--- src/rv_loader_pkg.sv ---
`default_nettype none

package rv_loader_pkg;

    ////////////////////////////////////////
    // widths and defaults
    ////////////////////////////////////////

    // program memory word, one rv32 instruction
    localparam int DATA_WIDTH = 32;

    // 256 words unless the top level says otherwise
    localparam int ADDR_WIDTH_DEFAULT = 8;

    // clocks per uart bit
    localparam int CLKS_PER_BIT_DEFAULT = 16;

    ////////////////////////////////////////
    // state encodings
    ////////////////////////////////////////

    // uart receiver frame phases
    typedef enum logic [1:0] {
        UART_IDLE  = 2'd0,
        UART_START = 2'd1,
        UART_DATA  = 2'd2,
        UART_STOP  = 2'd3
    } uart_state_t;

    // loader, either waiting for prog or packing bytes
    typedef enum logic {
        LD_IDLE = 1'b0,
        LD_LOAD = 1'b1
    } loader_state_t;

endpackage

`default_nettype wire

--- src/prog_loader.sv ---
`timescale 1ns/100ps
`default_nettype none

module prog_loader #(
    parameter int ADDR_WIDTH = rv_loader_pkg::ADDR_WIDTH_DEFAULT
) (
    input  logic                                 clk,
    input  logic                                 reset,
    input  logic                                 prog,
    input  logic [7:0]                           rx_data,
    input  logic                                 rx_valid,
    output logic                                 mem_we,
    output logic [ADDR_WIDTH-1:0]                mem_waddr,
    output logic [rv_loader_pkg::DATA_WIDTH-1:0] mem_wdata,
    output logic [ADDR_WIDTH:0]                  words_loaded
);
    import rv_loader_pkg::*;

    logic          prog_q;
    logic          prog_rise;
    logic          prog_fall;
    logic          take_byte;
    logic          word_done;
    loader_state_t state;
    logic [1:0]    byte_count;
    // lower three lanes of the word in progress
    logic [23:0]   word_buf;

    assign prog_rise = prog & ~prog_q;
    assign prog_fall = ~prog & prog_q;
    // bytes only count while loading, never on the falling edge
    assign take_byte = (state == LD_LOAD) && rx_valid && !prog_fall;
    assign word_done = take_byte && (byte_count == 2'd3);

    ////////////////////////////////////////
    // state and counters
    ////////////////////////////////////////

    always_ff @(posedge clk)
    begin
        if (reset)
        begin
            prog_q       <= 1'b0;
            state        <= LD_IDLE;
            byte_count   <= '0;
            mem_we       <= 1'b0;
            mem_waddr    <= '0;
            words_loaded <= '0;
        end
        else
        begin
            prog_q <= prog;
            // write one clock after the fourth byte
            mem_we <= word_done;
            case (state)
                LD_IDLE:
                begin
                    if (prog_rise)
                    begin
                        state      <= LD_LOAD;
                        byte_count <= '0;
                    end
                end
                LD_LOAD:
                begin
                    // partial word dropped on prog low
                    if (prog_fall)
                    begin
                        state      <= LD_IDLE;
                        byte_count <= '0;
                    end
                    else if (take_byte)
                        byte_count <= byte_count + 2'd1;
                end
                default:
                    state <= LD_IDLE;
            endcase
            // new load starts at word 0
            if (prog_rise)
            begin
                mem_waddr    <= '0;
                words_loaded <= '0;
            end
            else if (mem_we)
            begin
                // address wraps, count saturates
                mem_waddr <= mem_waddr + 1'b1;
                if (words_loaded != '1)
                    words_loaded <= words_loaded + 1'b1;
            end
        end
    end

    ////////////////////////////////////////
    // word assembly, little endian
    ////////////////////////////////////////

    always_ff @(posedge clk)
    begin
        if (take_byte)
        begin
            case (byte_count)
                2'd0: word_buf[7:0]   <= rx_data;
                2'd1: word_buf[15:8]  <= rx_data;
                2'd2: word_buf[23:16] <= rx_data;
                2'd3: mem_wdata       <= {rx_data, word_buf};
            endcase
        end
    end

endmodule

`default_nettype wire

--- config.mk ---
export PLATFORM = sky130hd
export DESIGN_NAME = prog_loader
export DESIGN_NICKNAME = d
export VERILOG_FILES = /design/src/rv_loader_pkg.sv /design/src/prog_loader.sv
export SDC_FILE = /design/constraint.sdc
export NUM_CORES = 1
export LEC_CHECK = 0
export BUFFER_PORTS_ARGS = -buffer_cell sky130_fd_sc_hd__buf_2
export CORE_ASPECT_RATIO = 1.4
export CORE_UTILIZATION = 56
export CTS_CLUSTER_SIZE = 20
export DETAILED_ROUTE_END_ITERATION = 8
export GPL_TIMING_DRIVEN = 1
export PLACE_DENSITY = 0.86
export SLEW_MARGIN = 20
export SYNTH_ARGS = -nofsm -noshare
export SYNTH_HDL_FRONTEND = slang
export SYNTH_SLANG_ARGS = --single-unit
--- constraint.sdc ---
create_clock -name clk -period 5.65 [get_ports clk]
set_input_delay 1.13 -clock clk [delete_from_list [all_inputs] [get_ports clk]]
set_output_delay 1.13 -clock clk [all_outputs]
set_load 0.05 [all_outputs]
# Yosys cells after proc, flatten, opt, wreduce, memory -nomap -nowiden
# Cells that the tools add are included.
totals:
  ff_bits: 78
  inputBits: 12
  output_inout_bits: 50
  wordCells: 43
op_classes:
  n_addsub: 3
  eq_ne: 6
  n_mux: 7
  bitwise_logic: 5
  reduce_logical: 12
op_table:
  columns: ["cell", "n"]
  rows:
  - ["2-bit AND reduction", 6]
  - ["9-bit by 1-bit adder with 9-bit output (second input constant)", 1]
  - ["9-bit != test (second input constant)", 1]
  - ["8-bit by 1-bit adder with 8-bit output (second input constant)", 1]
  - ["2-bit two-way mux", 3]
  - ["2-bit == test (second input constant)", 2]
  - ["2-bit case mux with 2 select lines", 1]
  - ["1-bit logical AND", 3]
  - ["3-bit != test (second input constant)", 1]
  - ["1-bit NOT", 3]
  - ["2-bit by 1-bit adder with 2-bit output (second input constant)", 1]
  - ["1-bit AND", 2]
  - ["2-bit by 1-bit == test with 1-bit output (second input constant)", 1]
  - ["2-bit logical NOT", 1]
  - ["1-bit two-way mux", 2]
  - ["2-bit != test (second input constant)", 1]
  - ["1-bit case mux with 2 select lines", 1]
  - ["2-bit OR reduction", 1]
  - ["1-bit logical NOT", 1]

# Longest topological paths before layout
# Gate-level depths: netlist of run 1.
logic_depth:
  ltp_word: 7
  depth_mapped: 9
  mapped_depth_nobuf: 8

# Least setup slack after synthesis of run 1
# OpenSTA, ideal clock, no wires.
synth_timing:
  path_kind: "input port to flip-flop"
  start: "input prog"
  end: "register mem_wdata[0] (netlist name), enable pin"
  setup_time_ps: 393
  t_arrival_ps: 2195
  t_required_ps: 5257
  setup_slack_ps: 3062
  cell_stages: 3
  n_path_buf: 0
  path_cell_list: "nor2b_1 -> nor2_1 -> and2_1"
synth_via:
  elab_chain_len: 5
synth_lines:
  columns: ["item", "line_no", "rtl"]
  rows:
  - ["start, declared", "prog_loader.sv:9", "input logic prog,"]
  - ["1-bit NOT", "prog_loader.sv:30", "assign prog_fall = ~prog & prog_q;"]
  - ["1-bit AND", "prog_loader.sv:30", null]
  - ["1-bit logical NOT", "prog_loader.sv:32", "assign take_byte = (state == LD_LOAD) && rx_valid && !prog_fall;"]
  - ["1-bit logical AND", "prog_loader.sv:32", null]
  - ["2-bit AND reduction (no source line)", null, null]
  - ["end signal, assigned", "prog_loader.sv:106", "2'd3: mem_wdata <= {rx_data, word_buf};"]
  - ["end, declared", "prog_loader.sv:14", "output logic [rv_loader_pkg::DATA_WIDTH-1:0] mem_wdata,"]
# No other way between the ends.
# A chain may end at the register's enable or synchronous reset.

# Worst setup path in the final report of run 1
layout_timing:
  start: "register mem_we"
  end: "output mem_we"
layout_rtl:
  columns: ["item", "line_no", "rtl"]
  rows:
  - ["start, declared", "prog_loader.sv:12", "output logic mem_we,"]
  - ["start signal, assigned", "prog_loader.sv:54", "mem_we <= word_done;"]
# No word-level cell between the ends.

==> results.cfg, run 1 <==
[placed_design]
dpl.hpwl_um = 2600
port_buffers = 61
routabilityCongestion = 0.711
dp_slack_ns = 3.23
dpl_cell_area_um2 = 3060
dp_cells = 286

[finish]
multiInputGateArea_um2 = 539
stdcell_count = 302
area_delta_synth_final_pct = 21.2
diodes = 0
post-route-cell-area_um2 = 3270
num-nets-final = 254
regArea_um2 = 2120
drive_gt1_frac = 0.325
fill_cells = 300

[sta]
skew_ns = 0.00281
fin_crit_ns = 2.31
finalCritPeriodShare = 0.410
setup_viol = 0
slew_headroom = 0.580
hold_violations = 0
tns_ns = 0
maxSlewViolCount = 0
worstMarginPinSlew_ns = 0.630
fmax_mhz = 432
rsz0062_at_grt = no
worst_slack_ns = 3.34
whs_ns = 0.421

[synth]
syn-num-nets = 185
yosysMostFrequentCell = edfxtp_1
synth_cell_types = 28
synth_common_cells = edfxtp_1, dfxtp_1, nor2_1
ys_warn_count = 0
ys_seq_area_frac = 0.786
async_flop_share = 0
synth-compound-area-share = 0.0292
synth-seq-cells = 78
yosys.area_share.simple = 0.0913
syn-instance-count = 166
synth_area_um2 = 2700
synth_top_cell_area_share = 0.623
synth_xor_area_frac = 0.0357
avgSynthCellArea_um2 = 16.3
synth_top_family_by_area = simple AND/OR/NAND/NOR gates
synth.largest_area_cell = edfxtp_1
synthFlopType = edfxtp_1
synthAdderAreaFrac = 0.0324
synth_edf_count = 56
muxShareOfSynthArea = 0.0111
synthTopCellsByArea = edfxtp_1, dfxtp_1, ha_1

[global_routing]
grt_max_degree = 34
grt_pass1_wl_um = 6060
grt_pass1_vias = 1344
grt_overflow_total = 0
grt.total_usage = 0.170
antenna_found_initial = 0

[setup_path]
path_delay_family = flip-flops
rrSetupSlack_ns = 3.73
cp.required_ns = 4.52
endpoint_kind = output port
cp_num_cells = 1
critPathCapture = mem_we
crit_start = mem_we
cpMaxStageDelayCell = dfxtp_1
reg2reg_to = words_loaded[7]
startpoint_type = flip-flop
cp_num_buf_inv = 1
cp_max_fo = 8
crit_chain = buf_2
r2r_cells = 8
path_class = flip-flop to output port
r2r-start = words_loaded[0]
cpPeakStageDelay_ns = 0.51
arrival_ns = 1.18

[route]
drtAntennaViolNets = 0
totalWireLength_um = 3790
post-route-drc-count = 0
num_vias = 1477
drt-wirelength-per-cell_um = 12.5
drt-pass1-iter-count = 4
dr.first_iter.drc_count = 49
vias_per_cell = 4.89

[hold_path]
min_path_type = flip-flop to flip-flop

[clock_network]
post_cts_resized = 0
cts_buffer_depth = 2
cts.clk_slew.worst_paths_ns = 0.07
clock_latency_ns = 0.34
cts_max_level = 3
clock_sinks = 78
hold_buffers = 0
cts_setup_buffers = 0
cts_made_buffers = 9
cts_tree = yes
root_buffer = clkbuf_8

[floorplan]
initial_core_util = 0.591
fp.dieW_um = 60.7
ios = 62
core_um2 = 4570
die_h_um = 84.2
die-area_um2 = 5110
rows = 29

[run_status]
status = finished, final reports clean

[power]
ir_drop_mv = 0.204
power.density_nw_per_um2 = 324
p_leak_uw = 0.00128

[flow_run]
drv_cap = 0
[worst min path at each step]
stage	slack, ns	endpoint	startpoint	depth (start not counted)
after floorplan	0.40	mem_wdata[0]	word_buf[0]	0
after global placement	0.40	mem_wdata[2]	word_buf[2]	0
after detailed placement	0.40	mem_wdata[19]	word_buf[19]	0
after CTS	0.42	mem_wdata[4]	word_buf[4]	0
after global routing	0.43	mem_wdata[19]	word_buf[19]	0
final	0.42	mem_wdata[12]	word_buf[12]	0
[registers in the layout, summed over array words and instances (netlist names)]
register / count
word_buf: 24
prog_q: 1
mem_we: 1
mem_wdata: 32
byte_count: 2
mem_waddr: 8
state: 1
words_loaded: 9
[routing by layer]
| metal | GRT usage | vias up | routed length [um] | part of all wire |
|---|---|---|---|---|
| met3 | 0.0740 | 9 | 248 | 0.065 |
| met4 | 0.0930 | 0 | 95 | 0.025 |
| li1 | - | 734 | - | - |
| met1 | 0.202 | 676 | 1610 | 0.43 |
| met5 | 0 | - | 0 | 0 |
| met2 | 0.256 | 58 | 1830 | 0.48 |
[stage by stage]
step           total power, uW   util
2_1_floorplan              636      -
6_report                  1060  0.716
3_5_place_dp               645  0.669
3_3_place_gp               645  0.669
5_1_grt                   1100  0.716
4_1_cts                   1070  0.716
[logic make-up after synthesis]
group / after synthesis
buffers and inverters: 6
adders and majority gates: 7
DFF: 78
muxes: 3
xor gates and xnor gates: 11
and+or+nand+nor: 48
AOI/OAI and AO/OA: 13
[cell type report]
cell class	instances	share of cell area
sequential	78	0.649
inverter	2	0.00229
clock inverter	7	0.0272
clock buffer	9	0.0379
multi-input combinational	82	0.165
timing repair buffer	62	0.0956
tap	62	0.0237
[report_power, final]
| part | leakage (uW) | internal [uW] | switching (uW) | total, uW |
|---|---|---|---|---|
| clock | 0.000104 | 245 | 183 | 428 |
| combinational | 0.000495 | 5.68 | 10.6 | 16.3 |
| sequential | 0.000682 | 614 | 1.99 | 616 |
| total | 0.00128 | 865 | 195 | 1060 |
[placed cells by master, fill, tap and decap left out, types with 3 or more instances in the layout]
| cell | n |
|---|---|
| nor2_1 | 17 |
| buf_2 | 61 |
| mux2i_1 | 3 |
| o21ai_0 | 4 |
| dfxtp_1 | 22 |
| or3_1 | 3 |
| ha_1 | 7 |
| nand2_1 | 7 |
| a21oi_1 | 4 |
| clkbuf_8 | 9 |
| edfxtp_1 | 56 |
| and2_1 | 4 |
| xor2_1 | 9 |
| nor2b_1 | 3 |
| nand4_1 | 6 |
(Power assumes the default switching activity.)
==> run 2, diff against run 1 <==
--- a/config.mk
+++ b/config.mk
@@ -7,11 +7,11 @@
 export LEC_CHECK = 0
 export BUFFER_PORTS_ARGS = -buffer_cell sky130_fd_sc_hd__buf_2
 export CORE_ASPECT_RATIO = 1.4
-export CORE_UTILIZATION = 56
+export CORE_UTILIZATION = 47
 export CTS_CLUSTER_SIZE = 20
 export DETAILED_ROUTE_END_ITERATION = 8
 export GPL_TIMING_DRIVEN = 1
-export PLACE_DENSITY = 0.86
+export PLACE_DENSITY = 0.78
 export SLEW_MARGIN = 20
 export SYNTH_ARGS = -nofsm -noshare
 export SYNTH_HDL_FRONTEND = slang
==> constraint.sdc (replaced) <==
create_clock -name clk -period 1.9 [get_ports clk]
set_input_delay 0.38 -clock clk [delete_from_list [all_inputs] [get_ports clk]]
set_output_delay 0.38 -clock clk [all_outputs]
set_load 0.05 [all_outputs]
==> run 2 against run 1 <==
Clock skew grew 0.012 ns. Clock-buffer cell count rose by 1. Combinational power increased to 3.0 times the previous value. Critical path depth grew 8. First-iteration DRC count rose by 55%. Global-route usage about the same. Non-clock buffer count increased by 3. Setup slack lost 3.2 ns. Cell count grew 3.0%. Clock power grew to 3.2 times the previous value. Design area grew 1.9%. Critical path type is now flip-flop to flip-flop. Highest routed layer unchanged.
==> results.cfg, run 2 (synthesized netlist as in run 1, its figures left out) <==
[global_routing]
grt_max_degree = 28
grt_pass1_vias = 1508
grt_overflow_total = 0
grtUsageMet3 = 0.0585
grt_pass1_wl_um = 7270
grt.total_usage = 0.170
antenna_found_initial = 0
grtUsageMet2 = 0.281
busiest_layer = met2
grtUsageMet1 = 0.192

[floorplan]
core_um2 = 5530
die_h_um = 91.7
fp.dieW_um = 66.1
die-area_um2 = 6060
ios = 62
rows = 32
initial_core_util = 0.489

[placed_design]
dpl.hpwl_um = 3290
routabilityCongestion = 0.757
port_buffers = 61

[route]
drt-pass1-iter-count = 4
num_vias = 1546
totalWireLength_um = 4710
vias_per_cell = 4.97
dr.first_iter.drc_count = 76
drtAntennaViolNets = 0
post-route-drc-count = 0
drt-wirelength-per-cell_um = 15.1

[clock_network]
cts_max_level = 3
clock_latency_ns = 0.35
cts.clk_slew.worst_paths_ns = 0.08
cts_setup_buffers = 0
post_cts_resized = 0
cts_made_buffers = 9
hold_buffers = 0
cts_buffer_depth = 2
clock_sinks = 78
cts_tree = yes
root_buffer = clkbuf_8

[finish]
fill_cells = 438
diodes = 0
layout_commonest_cell = buf_2
largestRegisters = mem_wdata: 32 flops, word_buf: 24 flops, words_loaded: 9 flops
top_register = mem_wdata
final_cell_mix = buf_2, edfxtp_1, nor2_1, dfxtp_1
largest_reg_flops = 32
drive_gt1_frac = 0.366
area_delta_synth_final_pct = 23.4
num-nets-final = 257

[sta]
rsz0062_at_grt = no
slew_headroom = 0.572
skew_ns = 0.0153
finalCritPeriodShare = 0.929
fmax_mhz = 566
worstMarginPinSlew_ns = 0.643
fin_crit_ns = 1.77
tns_ns = 0
maxSlewViolCount = 0
hold_violations = 0
setup_viol = 0

[power]
ir_drop_mv = 0.456
power_frac_seq = 0.567
total_power_uw = 3230
clkPwrFrac = 0.418
switchingPower_uw = 635
p_comb_frac = 0.015
power.density_nw_per_um2 = 968
p_leak_uw = 0.00130
sw_frac_of_total = 0.197
p_int_uw = 2590

[setup_path]
endpoint_kind = flip-flop
arrival_ns = 1.97
path_class = flip-flop to flip-flop
r2r_cells = 9
startpoint_type = flip-flop
cp.required_ns = 2.11
cp_max_fo = 5

[hold_path]
hold_depth = 2
min_path_type = primary input to flip-flop

[run_status]
status = finished, final reports clean

[flow_run]
drv_cap = 0
## run 2: changes by cell type in the layout (fill, tap and decap cells not counted), sizes merged
| cell | previous run | this run |
|---|---|---|
| inv | 2 | 4 |
| clkinv | 4 | 1 |
| buf | 62 | 65 |
| clkbuf | 9 | 10 |
## run 2: path summary, 6_finish.rpt
check	from	end	slack (ns)
max	words_loaded[3]	words_loaded[2]	0.13
min	reset	state	0.24
max reg2reg	words_loaded[3]	words_loaded[2]	0.13
min reg2reg	word_buf[23]	mem_wdata[23]	0.42
## run 2: worst max-delay path: stages, from the launching register on
cell and delay, ns:
dfxtp_2 0.38, and3_1 0.18, nand2_1 0.09, nor2_1 0.13, ha_1 0.15, and2b_2 0.26
buf_4 0.17, nand2_1 0.07, xor2_1 0.15, nor2_1 0.05
## run 2: metrics by stage
stage | setup slack [ns] | hold WS [ns] | utilization | instances | cell area, um^2
floorplan | 0.0525 | 0.400 | - | 166 | 2710
CTS | 0.120 | 0.232 | 0.603 | 311 | 3330
finish | 0.134 | 0.237 | 0.603 | 311 | 3330
global route | 0.00734 | 0.238 | 0.603 | 311 | 3330
global placement | 0.199 | 0.400 | 0.563 | 295 | 3110
detailed placement | 0.133 | 0.405 | 0.563 | 295 | 3110
## run 2: layout make-up
cell class	count	area, um^2	share of cell area
flip-flops and latches	78	2130	0.639
multi-input cells	82	543	0.163
repair buffers	65	348	0.104
clock buffers	10	128	0.0383
clock inverters	6	93.8	0.0282
well taps	68	85.1	0.0255
inverters	2	7.51	0.00225
## run 2: power by group through the flow
stage	Clock, uW	Sequential (uW)	Combinational [uW]
after floorplan	0	1870	23.8
after global placement	0	1870	47.4
after detailed placement	0	1870	49.6
after CTS	1370	1830	50.7
after global routing	1440	1830	55.9
final	1350	1830	49.2
## run 2: routing by layer
| layer | up-vias | part of all wire |
|---|---|---|
| met1 | 727 | 0.39 |
| met4 | 0 | 0.027 |
| li1 | 744 | - |
| met5 | - | 0 |
| met3 | 13 | 0.068 |
| met2 | 62 | 0.52 |
==> run 3, diff against run 2 <==
--- a/config.mk
+++ b/config.mk
@@ -6,13 +6,13 @@
 export NUM_CORES = 1
 export LEC_CHECK = 0
 export BUFFER_PORTS_ARGS = -buffer_cell sky130_fd_sc_hd__buf_2
-export CORE_ASPECT_RATIO = 1.4
+export CORE_ASPECT_RATIO = 1.5
 export CORE_UTILIZATION = 47
 export CTS_CLUSTER_SIZE = 20
 export DETAILED_ROUTE_END_ITERATION = 8
 export GPL_TIMING_DRIVEN = 1
 export PLACE_DENSITY = 0.78
-export SLEW_MARGIN = 20
+export SLEW_MARGIN = 30
 export SYNTH_ARGS = -nofsm -noshare
 export SYNTH_HDL_FRONTEND = slang
 export SYNTH_SLANG_ARGS = --single-unit
==> run 3 against run 2 <==
Routed wire length shrank 13%. Clock-buffer cell count shrank 1. Clock skew decreased by 0.0066 ns. Total power decreased by 0.12%. Sequential cell count did not move. Utilization grew 0.21 points. Global-route usage shrank 1.7 points. Maximum frequency is 0.27% higher. Sequential share of layout area up 0.17 points. Die area is essentially flat. Critical path type unchanged. Critical endpoint is now words_loaded[7]. Largest cell class unchanged.
==> results.cfg, run 3 (synthesized netlist as in run 1, its figures left out) <==
[route]
drt-pass1-iter-count = 3
post-route-drc-count = 0
totalWireLength_um = 4090
vias_per_cell = 4.79
num_vias = 1493
drt-wirelength-per-cell_um = 13.1
dr.first_iter.drc_count = 44
drtAntennaViolNets = 0

[clock_network]
cts_max_level = 3
cts.clk_slew.worst_paths_ns = 0.08
post_cts_resized = 0
clock_sinks = 78
clock_latency_ns = 0.35
cts_made_buffers = 9
cts_setup_buffers = 0
root_buffer = clkbuf_8
hold_buffers = 0
cts_tree = yes
cts_buffer_depth = 2

[setup_path]
endpoint_kind = flip-flop
startpoint_type = flip-flop
arrival_ns = 2.03
path_class = flip-flop to flip-flop
cp_max_fo = 6
cp.required_ns = 2.17

[sta]
finalCritPeriodShare = 0.927
fmax_mhz = 568
rsz0062_at_grt = no
worstMarginPinSlew_ns = 0.650
hold_violations = 0
fin_crit_ns = 1.76
skew_ns = 0.00869
slew_headroom = 0.566
tns_ns = 0
maxSlewViolCount = 0
whs_ns = 0.231
setup_viol = 0
worst_slack_ns = 0.139

[placed_design]
dp_cells = 296
dpl.hpwl_um = 2890
routabilityCongestion = 0.758
port_buffers = 61
dp_slack_ns = 0.0866
dpl_cell_area_um2 = 3100

[floorplan]
core_um2 = 5490
rows = 33
die_h_um = 94.8
die-area_um2 = 6060
initial_core_util = 0.492
ios = 62
fp.dieW_um = 63.9

[finish]
num-nets-final = 256
post-route-cell-area_um2 = 3320
layout_commonest_cell = buf_2
stdcell_count = 312
final_cell_mix = buf_2, edfxtp_1, nor2_1, dfxtp_1
area_delta_synth_final_pct = 23.1
top_register = mem_wdata
largestRegisters = mem_wdata: 32 flops, word_buf: 24 flops, words_loaded: 9 flops
largest_reg_flops = 32
drive_gt1_frac = 0.360
diodes = 0

[global_routing]
grt_max_degree = 33
grt_pass1_wl_um = 6690
grt_pass1_vias = 1430
antenna_found_initial = 0
grt.total_usage = 0.153
grt_overflow_total = 0

[power]
power.density_nw_per_um2 = 970
p_leak_uw = 0.00130
ir_drop_mv = 0.504

[hold_path]
min_path_type = primary input to flip-flop

[run_status]
status = finished, final reports clean

[flow_run]
drv_cap = 0
run 3: cell count changes in the layout (fill, tap and decap cells not counted):
cell and change:
ha_1 +1, ha_2 -1, clkbuf_1 -1, clkinvlp_4 +1, clkinv_1 +1, clkinv_4 -1
buf_4 -1
run 3: routing by layer:
metal | wire [um] | up-vias | global-route usage
met4 | 114 | 0 | 0.0985
met2 | 2080 | 44 | 0.254
li1 | - | 743 | -
met5 | 0 | - | 0
met3 | 243 | 8 | 0.0495
met1 | 1660 | 698 | 0.169
run 3: worst paths after layout:
check,start,to,slack [ns],depth (start not counted)
hold reg to reg,word_buf[10],mem_wdata[10],0.42,0
hold / removal,reset,state,0.23,2
setup / recovery,words_loaded[0],words_loaded[7],0.14,8
setup reg to reg,words_loaded[0],words_loaded[7],0.14,8
run 3: through the flow:
stage	total power [uW]	util
6_report	3220	0.605
5_1_grt	3330	0.605
4_1_cts	3260	0.605
3_5_place_dp	1920	0.565
3_3_place_gp	1920	0.565
2_1_floorplan	1890	-
run 3: power breakdown:
part           switching, uW  total, uW  internal [uW]
Combinational           32.1       49.3           17.2
Clock                    600       1340            743
Sequential              6.49       1830           1820
run 3: final cells by class:
cell class | instances | area, um^2
fill | 433 | 2170
sequential | 78 | 2130
multi-input combinational | 82 | 541
timing repair buffer | 64 | 340
clock buffer | 9 | 124
clock inverter | 7 | 96.3
tap | 70 | 87.6
inverter | 2 | 7.51
run 3: worst max-delay path, cell delays in order (launching register included):
cell and delay (ns):
dfxtp_2 0.34, ha_1 0.24, nand3_1 0.09, nor2_1 0.04
ha_1 0.16, and2b_2 0.29, nand2_4 0.06, or3_1 0.31
a21oi_1 0.15
