**config.mk**
```make
export PLATFORM = sky130hd
export DESIGN_NAME = uart_rx
export DESIGN_NICKNAME = d
export VERILOG_FILES = /design/src/rv_loader_pkg.sv /design/src/uart_rx.sv
export SDC_FILE = /design/constraint.sdc
export NUM_CORES = 1
export LEC_CHECK = 0
export ABC_AREA = 1
export BUFFER_PORTS_ARGS = -buffer_cell sky130_fd_sc_hd__buf_2
export CAP_MARGIN = 15
export CELL_PAD_IN_SITES_DETAIL_PLACEMENT = 1
export CELL_PAD_IN_SITES_GLOBAL_PLACEMENT = 1
export CORE_MARGIN = 2
export CORE_UTILIZATION = 39
export CTS_CLUSTER_SIZE = 14
export DETAILED_ROUTE_END_ITERATION = 6
export GPL_TIMING_DRIVEN = 0
export PLACE_DENSITY_LB_ADDON = 0.1
export SYNTH_ARGS = -nofsm -noshare
export SYNTH_HDL_FRONTEND = slang
export SYNTH_SLANG_ARGS = --single-unit
```
**constraint.sdc**
```tcl
create_clock -name clk -period 1.5 [get_ports clk]
set_clock_uncertainty 0.1 [all_clocks]
set_input_delay 0.15 -clock clk [delete_from_list [all_inputs] [get_ports clk]]
set_output_delay 0.15 -clock clk [all_outputs]
set_load 0.005 [all_outputs]
```
**src/rv_loader_pkg.sv**
```systemverilog
`default_nettype none

package rv_loader_pkg;

    ////////////////////////////////////////
    // widths and defaults
    ////////////////////////////////////////

    // program memory word, one rv32 instruction
    localparam int DATA_WIDTH = 32;

    // 256 words unless the top level says otherwise
    localparam int ADDR_WIDTH_DEFAULT = 8;

    // clocks per uart bit
    localparam int CLKS_PER_BIT_DEFAULT = 16;

    ////////////////////////////////////////
    // state encodings
    ////////////////////////////////////////

    // uart receiver frame phases
    typedef enum logic [1:0] {
        UART_IDLE  = 2'd0,
        UART_START = 2'd1,
        UART_DATA  = 2'd2,
        UART_STOP  = 2'd3
    } uart_state_t;

    // loader, either waiting for prog or packing bytes
    typedef enum logic {
        LD_IDLE = 1'b0,
        LD_LOAD = 1'b1
    } loader_state_t;

endpackage

`default_nettype wire

```
**src/uart_rx.sv**
```systemverilog
`timescale 1ns/100ps
`default_nettype none

module uart_rx #(
    parameter int CLKS_PER_BIT = rv_loader_pkg::CLKS_PER_BIT_DEFAULT
) (
    input  logic       clk,
    input  logic       reset,
    input  logic       rx,
    output logic [7:0] rx_data,
    output logic       rx_valid,
    output logic       frame_err
);
    import rv_loader_pkg::*;

    // counter wide enough for a full bit time
    localparam int CNT_W = $clog2(CLKS_PER_BIT + 1);
    // last clock of a bit, and last clock of half a bit
    localparam logic [CNT_W-1:0] BIT_LAST  = CNT_W'(CLKS_PER_BIT - 1);
    localparam logic [CNT_W-1:0] HALF_LAST = CNT_W'(CLKS_PER_BIT / 2 - 1);

    logic             rx_meta;
    logic             rx_sync;
    logic             rx_prev;
    logic             start_edge;
    logic             bit_tick;
    uart_state_t      state;
    logic [CNT_W-1:0] clk_cnt;
    logic [2:0]       bit_idx;
    logic [7:0]       shift_reg;

    ////////////////////////////////////////
    // line synchronizer
    ////////////////////////////////////////

    // two flops, line idles high
    always_ff @(posedge clk)
    begin
        if (reset)
        begin
            rx_meta <= 1'b1;
            rx_sync <= 1'b1;
            rx_prev <= 1'b1;
        end
        else
        begin
            rx_meta <= rx;
            rx_sync <= rx_meta;
            rx_prev <= rx_sync;
        end
    end

    // high to low on the synced line
    assign start_edge = rx_prev & ~rx_sync;
    // middle of a data or stop bit
    assign bit_tick = (clk_cnt == BIT_LAST);

    ////////////////////////////////////////
    // frame FSM
    ////////////////////////////////////////

    always_ff @(posedge clk)
    begin
        if (reset)
        begin
            state     <= UART_IDLE;
            clk_cnt   <= '0;
            bit_idx   <= '0;
            rx_valid  <= 1'b0;
            frame_err <= 1'b0;
        end
        else
        begin
            // strobes last one clock
            rx_valid  <= 1'b0;
            frame_err <= 1'b0;
            case (state)
                UART_IDLE:
                begin
                    clk_cnt <= '0;
                    bit_idx <= '0;
                    if (start_edge)
                        state <= UART_START;
                end
                UART_START:
                begin
                    if (clk_cnt == HALF_LAST)
                    begin
                        clk_cnt <= '0;
                        // still low at mid-bit, else a glitch
                        state <= rx_sync ? UART_IDLE : UART_DATA;
                    end
                    else
                        clk_cnt <= clk_cnt + CNT_W'(1);
                end
                UART_DATA:
                begin
                    if (bit_tick)
                    begin
                        clk_cnt <= '0;
                        bit_idx <= bit_idx + 3'd1;
                        if (bit_idx == 3'd7)
                            state <= UART_STOP;
                    end
                    else
                        clk_cnt <= clk_cnt + CNT_W'(1);
                end
                UART_STOP:
                begin
                    if (bit_tick)
                    begin
                        clk_cnt <= '0;
                        // good stop bit gives a byte, bad one an error
                        rx_valid  <= rx_sync;
                        frame_err <= ~rx_sync;
                        state     <= UART_IDLE;
                    end
                    else
                        clk_cnt <= clk_cnt + CNT_W'(1);
                end
                default:
                    state <= UART_IDLE;
            endcase
        end
    end

    // data path, lsb arrives first
    always_ff @(posedge clk)
    begin
        if (state == UART_DATA && bit_tick)
            shift_reg <= {rx_sync, shift_reg[7:1]};
        if (state == UART_STOP && bit_tick && rx_sync)
            rx_data <= shift_reg;
    end

endmodule

`default_nettype wire

```
; ---- Word level (Yosys, flattened, before mapping)
; Index checks and enable logic that the tools add are counted.
; Widths: inputs -> output; s select.
[classes]
reduce_logical = 9
bitwise_logic = 4
addsub = 2
eq_ne = 11
mux = 12
[op_table]
columns = cell, n
row1 = $pmux 5 s3, 1
row2 = $mux 2, 6
row3 = $mux 5, 2
row4 = $ne 2x2->1 const B, 5
row5 = $pmux 2 s4, 1
row6 = $pmux 3 s2, 1
row7 = $add 5x1->5 const B, 1
row8 = $eq 5x3->1 const B, 1
row9 = $eq 5x4->1 const B, 1
row10 = $reduce_and 5->1, 1
row11 = $eq 2x2->1 const B, 2
row12 = $add 3x1->3 const B, 1
row13 = $eq 3x3->1 const B, 1
row14 = $logic_and 1x1->1, 3
row15 = $mux 3, 1
row16 = $not 1->1, 3
row17 = $reduce_or 3->1, 1
row18 = $eq 2x1->1 const B, 1
row19 = $logic_not 2->1, 1
row20 = $reduce_and 2->1, 1
row21 = $reduce_bool 2->1, 1
row22 = $reduce_or 2->1, 1
row23 = $and 1x1->1, 1
[word_totals]
in_bits = 3
ff_bits = 31

; ---- Logic depth before layout (Yosys ltp)
; Gate-level depths: netlist of the first run.
[logic_depth]
word_depth = 4
mapped_depth = 9

; ---- Least setup slack after synthesis of the first run
; Ideal clock, no wire load.
[synth_path]
path_type = register to register
start = reg clk_cnt[0]
end = reg rx_data[0], enable pin
path_buffers = 0
setup_ns = 0.370
path_stages_with_launch = 6
t_arrival_ns = 1.192
setup_slack_ns = -0.162
required_ns = 1.030
synth_period_minus_slack_ns = 1.662
path_cell_list = dfxtp_1 > ha_1 > nand4_2 > inv_1 > nand3_1 > nor2_1
[synth_between]
elab_chain_cells = 3
[synth_lines]
columns = element, line_no
row1 = start: declaration, uart_rx.sv:28  ; logic [CNT_W-1:0] clk_cnt;
row2 = start signal: assignment, uart_rx.sv:94  ; clk_cnt <= clk_cnt + CNT_W'(1);
row3 = start signal: assignment, uart_rx.sv:106  ; clk_cnt <= clk_cnt + CNT_W'(1);
row4 = start signal: assignment, uart_rx.sv:119  ; clk_cnt <= clk_cnt + CNT_W'(1);
row5 = $eq 5x4->1, uart_rx.sv:56  ; assign bit_tick = (clk_cnt == BIT_LAST);
row6 = $logic_and 1x1->1 (2 in a row), uart_rx.sv:132  ; if (state == UART_STOP && bit_tick && rx_sync)
row7 = end signal: assignment, uart_rx.sv:133  ; rx_data <= shift_reg;
row8 = end: declaration, uart_rx.sv:10  ; output logic [7:0] rx_data,
; No other way between the ends.
; A chain may end at the register's enable or synchronous reset.

; ---- Final worst setup path of the first run
[layout_path]
start = reg clk_cnt[1]
end = reg rx_data[4], enable pin
; The elaborated chain is that of the path after synthesis.

==> results by group, run 1 <==
STA
  – Final setup viols: 0
  – Min Tclk post-route: 1430 ps
  – Max_slew headroom: 0.690
  – Fmax: 700 MHz
  – Final slew viol count: 0
  – Final Hold Fails: 0
  – Actual slew at the worst max-slew pin: 465 ps
  – Final WS setup: 72.1 ps
  – Unrepaired setup endpoints after global routing: true
  – Final worst-path cycle share: 0.952

Pwr
  – Tot Pwr: 0.00145 W
  – Worst VDD drop: 0.867 mV
  – Leakage: 0.569 nW
  – PwrDens: 1030 nW/um2

Setup path
  – Worst Setup SP: clk_cnt[1]
  – RR Endpoint: rx_data[4]
  – Reg2Reg Depth: 5
  – CP max stage delay: 370 ps
  – Worst setup SP type: flop
  – CP Cell Sequence: ha_4 -> nand4_4 -> inv_2 -> nand3_4 -> nor2_4
  – CP max stage cell: dfxtp_2
  – CP arrival: 1340 ps
  – Reg-to-reg slack, setup: 70 ps
  – Path type of the worst setup path: reg2reg
  – Crit Path Max Fanout: 8
  – R2r startpoint: clk_cnt[1]
  – CP endpoint kind: flop
  – Critical Path Sink: rx_data[4]
  – CP Data Required Time: 1410 ps

Logic synthesis
  – Syn nets: 109
  – Syn avg cell area: 11.3 um2
  – Netlist cell types: 23
  – Sequential cell area fraction in the yosys report: 0.680
  – Post-synth top area cell: edfxtp_1
  – Synthesized cell area: 1150 um2
  – Top cell type's share of synthesized area: 0.418
  – FF+latch count, synth: 31
  – YS warnings: 0
  – Largest cells by area after synthesis: edfxtp_1, dfxtp_1, nand2_1
  – Cell count after synthesis: 102

Job
  – MaxCap Viol Count: 0

Place
  – DP Wirelength: 1440 um
  – IO buf count: 11
  – Placed instance area: 1250 um2
  – RD Place Congestion: 0.701
  – DP Worst Slack: -159 ps

CTS
  – CTS tree: done
  – Clock Sinks: 31
  – TritonCTS buffer count: 5
  – Clock slew at reported path FFs: 90 ps
  – Root Driver: clkbuf_4
  – Maximum clock path buffer count: 2
  – Worst-skew pair later-pin latency: 320 ps
  – Htree depth: 2

Final layout
  – Number of fillers in the final layout: 312
  – Most common cell after layout, fill and taps aside: nand2_1
  – Finished Core Util: 0.503
  – Ratio of cells with drive above 1 in the final layout: 0.325
  – N_diodes: 0
  – Area growth from synthesis to layout: 21.9%
  – Final Instance Area: 1400 um2
  – Final net count: 132
  – Most frequent cells in the layout: nand2_1, edfxtp_1, dfxtp_1

Die
  – Cell Rows: 19
  – Initial Utilization: 0.413
  – I/O pin count: 13
  – Chip Height: 58.3 um
  – Core area: 2780 um2
  – Die area: 3400 um2
  – Die X: 58.3 um

GRT
  – First-pass GRT wire length: 3390 um
  – Initial antenna violation count: 0
  – GRT Total Usage: 0.138
  – Overflow after GRT: 0
  – Number of global-route vias before repair: 764
  – Largest net degree at the start of global routing: 12

Route
  – Top routing layer in use: met4
  – Met1 WL: 866 um
  – Met3 wire len: 100 um
  – Drt drc: 0
  – Routed vias/inst: 4.80
  – DR WL/cell: 13.2 um
  – DR WL met2: 1080 um
  – Pre-antenna DRT Iters: 4
  – DRT Wirelength: 2080 um
  – Vias: 754
  – Initial DRC count: 8
  – DRT antenna net count: 0

Min path
  – Hold crit path type: in2reg

Status
  – Status: finished, final reports clean
## cell usage after synthesis
cell / instances
nand2_2: 1
nor2_4: 1
nand3b_1: 1
buf_6: 1
ha_1: 4
a21oi_1: 3
inv_1: 11
o21ai_0: 2
nand4_1: 2
edfxtp_1: 16
nor2_2: 1
dfxtp_1: 15
xor2_1: 1
nor3_1: 1
or2_2: 2
or2_1: 1
clkbuf_1: 1
nor2_1: 12
nand4_2: 1
nand2_1: 20
inv_2: 1
a21oi_2: 1
nand3_1: 3
## worst min-delay path by stage
stage	startpoint	endpoint	cells past startpoint
2_1_floorplan	rx	rx_meta	1
3_3_place_gp	rx	rx_meta	2
5_1_grt	reset	clk_cnt[4]	2
3_5_place_dp	rx	rx_meta	2
6_report	reset	clk_cnt[4]	2
4_1_cts	reset	clk_cnt[4]	2
## cell families after synthesis
group,Yosys count,share of synthesized area
compound gates,6,0.0294
flops,31,0.680
buf+inv,14,0.0523
xor+xnor,1,0.00763
simple gates,46,0.187
fa+ha+maj,4,0.0436
## report_power, final
group	internal, W	total [W]	switching [W]
logic	0.0000320	0.0000957	0.0000637
registers	0.000892	0.000904	0.0000122
clock network	0.000182	0.000445	0.000263
## repair_timing
action	in CTS	in global routing
pin swaps	1	6
endpoints found under the setup margin	20	9
setup buffers	2	2
resized for setup	9	5
hold buffers	1	0
endpoints found under the hold margin	1	0
## final cells by class
type                            count  area [um2]  area share
Sequential cell                    31         785       0.560
Multi-Input combinational cell     57         372       0.265
Timing Repair Buffer               16        95.1      0.0679
Clock buffer                        7        45.0      0.0322
Inverter                           12        45.0      0.0322
Tap cell                           31        38.8      0.0277
Buffer                              2        15.0      0.0107
Clock inverter                      1        5.00     0.00357
## layer usage
metal / up-vias / track usage
met4: 0 / 0.0698
met3: 5 / 0.0491
met2: 14 / 0.242
met5: - / 0
li1: 385 / -
met1: 350 / 0.144
## metrics by stage
| stage | TNS (ps) | std cells | hold WS [ps] |
|---|---|---|---|
| finish | 0 | 157 | 124 |
| global route | 0 | 157 | 173 |
| CTS | 0 | 155 | 131 |
| detailed placement | -2780 | 144 | 240 |
| global placement | -2380 | 144 | 235 |
| floorplan | 0 | 102 | 154 |
## worst max-delay path, delay by kind of cell (launching register included)
kind                     cells  cell delay, ps
AND/OR/NAND/NOR              3             390
flip-flops                   1             370
adder cells (fa/ha/maj)      1             160
buffers and inverters        1              90
Note: power is estimated with default switching activity, not from simulation.
==> inputs of run 2 (changes only) <==
- CORE_UTILIZATION: 39 -> 47
- GPL_TIMING_DRIVEN: 0 -> default
- clock period: 1.5 -> 1.65 ns (I/O delays scaled with it)
==> run 2 against run 1 <==
  * Wire length increased by 12%
  * Sequential share of layout area grew 0.99 points
  * Critical path depth is 1 higher
  * Die area fell by 16%
  * Hold slack got worse by 87 ps
  * Via count increased by 2.7%
  * Clock power grew 28%
  * Cell area decreased by 2.1%
  * Utilization rose by 10 points
  * Global-route usage increased by 6.5 points
  * Non-clock buffer count is 2 lower
  * Worst setup slack got worse by 27 ps
  * Largest power group unchanged
==> results by group, run 2 (same netlist as run 1, synthesis figures left out) <==
Status
  – Status: finished, final reports clean

Route
  – DRT Wirelength: 2330 um (+12%)
  – Routed vias/inst: 5.09 (+6.0%)
  – DR WL/cell: 15.4 um (+16%)
  – Drt drc: 0 (unchanged)
  – Pre-antenna DRT Iters: 3 (-1)
  – Vias: 774 (+2.7%)
  – DRT antenna net count: 0 (unchanged)
  – Initial DRC count: 2 (-6)

CTS
  – Maximum clock path buffer count: 2 (unchanged)
  – TritonCTS buffer count: 5 (unchanged)
  – Post-CTS setup buffers: 0 (-2)
  – Htree depth: 2 (unchanged)
  – CTS tree: done
  – Root Driver: clkbuf_4
  – Worst-skew pair later-pin latency: 330 ps (about the same)
  – Clock slew at reported path FFs: 100 ps (about the same)
  – Clock Sinks: 31 (unchanged)

Setup path
  – Worst setup SP type: flop
  – Crit Path Max Fanout: 8 (unchanged)
  – Path type of the worst setup path: reg2reg
  – CP Data Required Time: 1590 ps (+180 ps)
  – WP buf/inv: 2 (+1)
  – CP Cell Sequence: ha_4 -> nand4_2 -> inv_1 -> nand3_2 -> nor2_2 -> buf_4
  – CP endpoint kind: flop
  – CP max stage delay: 390 ps (+20 ps)
  – CP top delay family: flip-flops
  – CP arrival: 1550 ps (+210 ps)
  – CP max stage cell: dfxtp_1

STA
  – Final WS setup: 45.1 ps (-27.0 ps)
  – Final Hold Fails: 0 (unchanged)
  – Actual slew at the worst max-slew pin: 289 ps (-176 ps)
  – Final setup viols: 0 (unchanged)
  – Max_slew headroom: 0.807 (+0.117)
  – Min Tclk post-route: 1600 ps (+177 ps)
  – Fmax: 623 MHz (-11%)
  – Final worst-path cycle share: 0.973 (+0.0207)
  – Setup TNS: 0 ps (unchanged)
  – Final slew viol count: 0 (unchanged)

Place
  – Placed instance area: 1270 um2 (+1.3%)
  – DP Worst Slack: -36.5 ps (+123 ps)
  – RD Place Congestion: 0.829 (+18%)
  – IO buf count: 12 (+1)
  – DP Wirelength: 1690 um (+18%)

Pwr
  – PwrDens: 1080 nW/um2 (+4.5%)
  – Leakage: 0.580 nW (+1.9%)
  – Tot Pwr: 0.00148 W (+2.3%)
  – Worst VDD drop: 0.742 mV (-14%)

Final layout
  – Ratio of cells with drive above 1 in the final layout: 0.282 (-0.0431)
  – Most frequent cells in the layout: nand2_1, edfxtp_1, dfxtp_1
  – Most common cell after layout, fill and taps aside: nand2_1
  – Area growth from synthesis to layout: 19.4%
  – N_diodes: 0 (unchanged)
  – Final net count: 130 (-1.5%)
  – Final Instance Area: 1370 um2 (-2.1%)

Min path
  – Hold crit path type: in2reg

GRT
  – First-pass GRT wire length: 3710 um (+9.4%)
  – Overflow after GRT: 0 (unchanged)
  – GRT Total Usage: 0.204 (+0.0654)
  – Largest net degree at the start of global routing: 11 (-1)
  – Number of global-route vias before repair: 796 (+4.2%)
  – Initial antenna violation count: 0 (unchanged)

Job
  – MaxCap Viol Count: 0 (unchanged)

Die
  – I/O pin count: 13 (unchanged)
  – Initial Utilization: 0.509 (+0.0965)
  – Die X: 53.4 um (-8.3%)
  – Core area: 2250 um2 (-19%)
  – Die area: 2860 um2 (-16%)
  – Chip Height: 53.4 um (-8.3%)
  – Cell Rows: 17 (-2)
-- run 2: stage by stage --
stage | utilization | hold slack [ps] | std cells
after global routing | 0.608 | 36.3 | 152
after floorplan | - | 169 | 102
after CTS | 0.602 | 27.6 | 152
after detailed placement | 0.562 | 255 | 143
after global placement | 0.562 | 249 | 143
final | 0.608 | 37.1 | 152
-- run 2: layout make-up --
type / instances / area (um2)
fillers: 258 / 883
flip-flops and latches: 31 / 782
multi-input cells: 57 / 328
repair buffers: 16 / 105
inverters: 12 / 45.0
clock inverters: 3 / 38.8
clock buffers: 5 / 37.5
well taps: 28 / 35.0
-- run 2: timing repair --
action                                  in CTS  in global routing
hold endpoints to repair                     1                  0
endpoints found under the setup margin       9                  9
gates resized for setup                      3                  2
hold buffers                                 1                  0
pin swaps                                    0                  0
-- run 2: routing by layer --
layer / up-vias / share of wire / track usage
met1: 372 / 0.40 / 0.213
met2: 18 / 0.51 / 0.321
li1: 373 / - / -
met4: 0 / 0.035 / 0.128
met3: 11 / 0.051 / 0.102
met5: - / 0 / 0
-- run 2: power breakdown --
part / switching, W / internal, W / leakage (nW) / total [W]
Combinational: 0.0000576 / 0.0000280 / 0.272 / 0.0000856
Sequential: 0.0000109 / 0.000811 / 0.266 / 0.000822
Clock: 0.000260 / 0.000311 / 0.0426 / 0.000571
Total: 0.000328 / 0.00115 / 0.580 / 0.00148
-- run 2: final timing paths --
check,from,endpoint,slack [ps],cells after the start
worst max-delay path,clk_cnt[1],rx_data[0],50,6
worst min-delay path,reset,bit_idx[1],40,2
worst max register to register,clk_cnt[1],rx_data[0],50,6
worst min register to register,rx_meta,rx_sync,320,1
==> inputs of run 3 (changes only) <==
- PLACE_DENSITY: default -> 0.89
- PLACE_DENSITY_LB_ADDON: 0.1 -> default
==> run 3 against run 2 <==
  * Register-to-register slack gained 80 ps
  * Sequential share of layout area grew 2.2 points
  * Clock-buffer cell count grew 2
  * Sequential power is essentially flat
  * Sequential cell count is the same
  * Fmax grew 5.1%
  * Clock power shrank 29%
  * Via count shrank 4.7%
  * Cell area shrank 3.6%
  * Non-clock buffer count is the same
  * Critical path type unchanged
==> results by group, run 3 (same netlist as run 1, synthesis figures left out) <==
Min path
  – Hold crit path type: in2reg

Job
  – MaxCap Viol Count: 0 (unchanged)

GRT
  – Met1 usage: 0.209 (-0.00432)
  – GRT Total Usage: 0.185 (-0.0183)
  – Grt met2 use: 0.313 (-0.00823)
  – Overflow after GRT: 0 (unchanged)
  – First-pass GRT wire length: 3540 um (-4.7%)
  – Initial antenna violation count: 0 (unchanged)
  – Largest net degree at the start of global routing: 12 (+1)
  – Met3 Track Usage GR: 0.0678 (-0.0339)
  – Number of global-route vias before repair: 788 (-1.0%)
  – Grt peak-use layer: met2

Route
  – Pre-antenna DRT Iters: 4 (+1)
  – DRT Wirelength: 2040 um (-13%)
  – DR WL/cell: 13.4 um (-13%)
  – Vias: 738 (-4.7%)
  – Initial DRC count: 11 (+9)
  – DRT antenna net count: 0 (unchanged)
  – Routed vias/inst: 4.86 (-4.7%)
  – Drt drc: 0 (unchanged)

CTS
  – Clock Sinks: 31 (unchanged)
  – Htree depth: 2 (unchanged)
  – Clock slew at reported path FFs: 90 ps (about the same)
  – Post-CTS setup buffers: 0 (unchanged)
  – Worst-skew pair later-pin latency: 310 ps (-20 ps)
  – CTS tree: done
  – Maximum clock path buffer count: 2 (unchanged)
  – TritonCTS buffer count: 5 (unchanged)
  – Root Driver: clkbuf_4

Die
  – I/O pin count: 13 (unchanged)
  – Chip Height: 53.4 um (unchanged)
  – Initial Utilization: 0.509 (unchanged)
  – Die area: 2860 um2 (unchanged)
  – Die X: 53.4 um (unchanged)
  – Cell Rows: 17 (unchanged)
  – Core area: 2250 um2 (unchanged)

Final layout
  – Most frequent cells in the layout: nand2_1, edfxtp_1, dfxtp_1
  – Final Instance Area: 1320 um2 (-3.6%)
  – Finished Core Util: 0.586 (-0.0222)
  – N_diodes: 0 (unchanged)
  – Ratio of cells with drive above 1 in the final layout: 0.266 (-0.0161)
  – Area growth from synthesis to layout: 15.0%
  – Number of fillers in the final layout: 262 (+1.6%)
  – Final net count: 130 (unchanged)
  – Most common cell after layout, fill and taps aside: nand2_1

Setup path
  – CP top delay family: simple AND/OR/NAND/NOR gates
  – CP Cell Sequence: ha_2 -> nand4_2 -> inv_1 -> nand3_1 -> nor2_2 -> buf_6
  – CP endpoint kind: flop
  – Crit Path Max Fanout: 8 (unchanged)
  – CP max stage cell: dfxtp_2
  – Worst setup SP type: flop
  – CP max stage delay: 350 ps (-40 ps)
  – Path type of the worst setup path: reg2reg
  – CP arrival: 1460 ps (-90 ps)
  – WP buf/inv: 2 (unchanged)
  – CP Data Required Time: 1580 ps (about the same)

STA
  – Final slew viol count: 0 (unchanged)
  – Final Hold Fails: 0 (unchanged)
  – Unrepaired setup endpoints after global routing: false
  – Fmax: 655 MHz (+5.1%)
  – Min Tclk post-route: 1530 ps (-77.9 ps)
  – Final setup viols: 0 (unchanged)
  – Final worst-path cycle share: 0.925 (-0.0472)
  – Actual slew at the worst max-slew pin: 197 ps (-91.3 ps)
  – Setup TNS: 0 ps (unchanged)
  – Max_slew headroom: 0.868 (+0.0609)

Place
  – IO buf count: 12 (unchanged)
  – RD Place Congestion: 0.819 (-1.3%)
  – DP Wirelength: 1510 um (-10%)
  – Placed instance area: 1250 um2 (-0.99%)

Pwr
  – Tot Pwr: 0.00131 W (-12%)
  – Worst VDD drop: 0.636 mV (-14%)
  – PwrDens: 990 nW/um2 (-8.2%)
  – Leakage: 0.565 nW (-2.7%)

Status
  – Status: finished, final reports clean
run 3: cell types whose count changed in the layout (fill, tap and decap cells not counted), sizes merged:
| cell | previous run | this run |
|---|---|---|
| bufinv | 1 | 0 |
| clkbuf | 5 | 7 |
| clkinv | 2 | 1 |
run 3: path summary, 6_finish.rpt:
kind                    from         end  slack, ps  depth (start not counted)
setup / recovery  clk_cnt[0]  rx_data[0]        120                          6
hold / removal         reset  clk_cnt[4]         30                          2
setup reg to reg  clk_cnt[0]  rx_data[0]        120                          6
hold reg to reg      rx_meta     rx_sync        320                          1
run 3: repair_timing:
item / in CTS / in global routing
gates resized for setup: 0 / 4
endpoints found under the setup margin: 0 / 9
hold endpoints to repair: 1 / 0
hold buffers: 1 / 0
run 3: layout make-up:
cell class / instances / area [um2] / share of cell area
inverter: 12 / 45.0 / 0.0341
sequential: 31 / 782 / 0.592
timing repair buffer: 16 / 96.3 / 0.0729
clock buffer: 7 / 45.0 / 0.0341
tap: 28 / 35.0 / 0.0265
multi-input combinational: 57 / 313 / 0.237
clock inverter: 1 / 5.00 / 0.00379
run 3: through the flow:
| step | hold slack (ps) | setup slack [ps] | cells |
|---|---|---|---|
| floorplan | 169 | 127 | 102 |
| global placement | 254 | 141 | 143 |
| detailed placement | 257 | 88.2 | 143 |
| CTS | 15.7 | 59.3 | 152 |
| global route | 38.2 | 4.62 | 152 |
| finish | 25.8 | 123 | 152 |
run 3: per-layer routing:
layer  routed length, um  share of wire
met5                   0              0
met1                 852           0.42
met2                1090           0.53
met3                  65          0.032
met4                  31          0.015
run 3: power by group:
part | internal, W | leakage, nW | switching [W]
registers | 0.000811 | 0.266 | 0.00000873
clock network | 0.000166 | 0.0293 | 0.000237
logic | 0.0000279 | 0.270 | 0.0000564
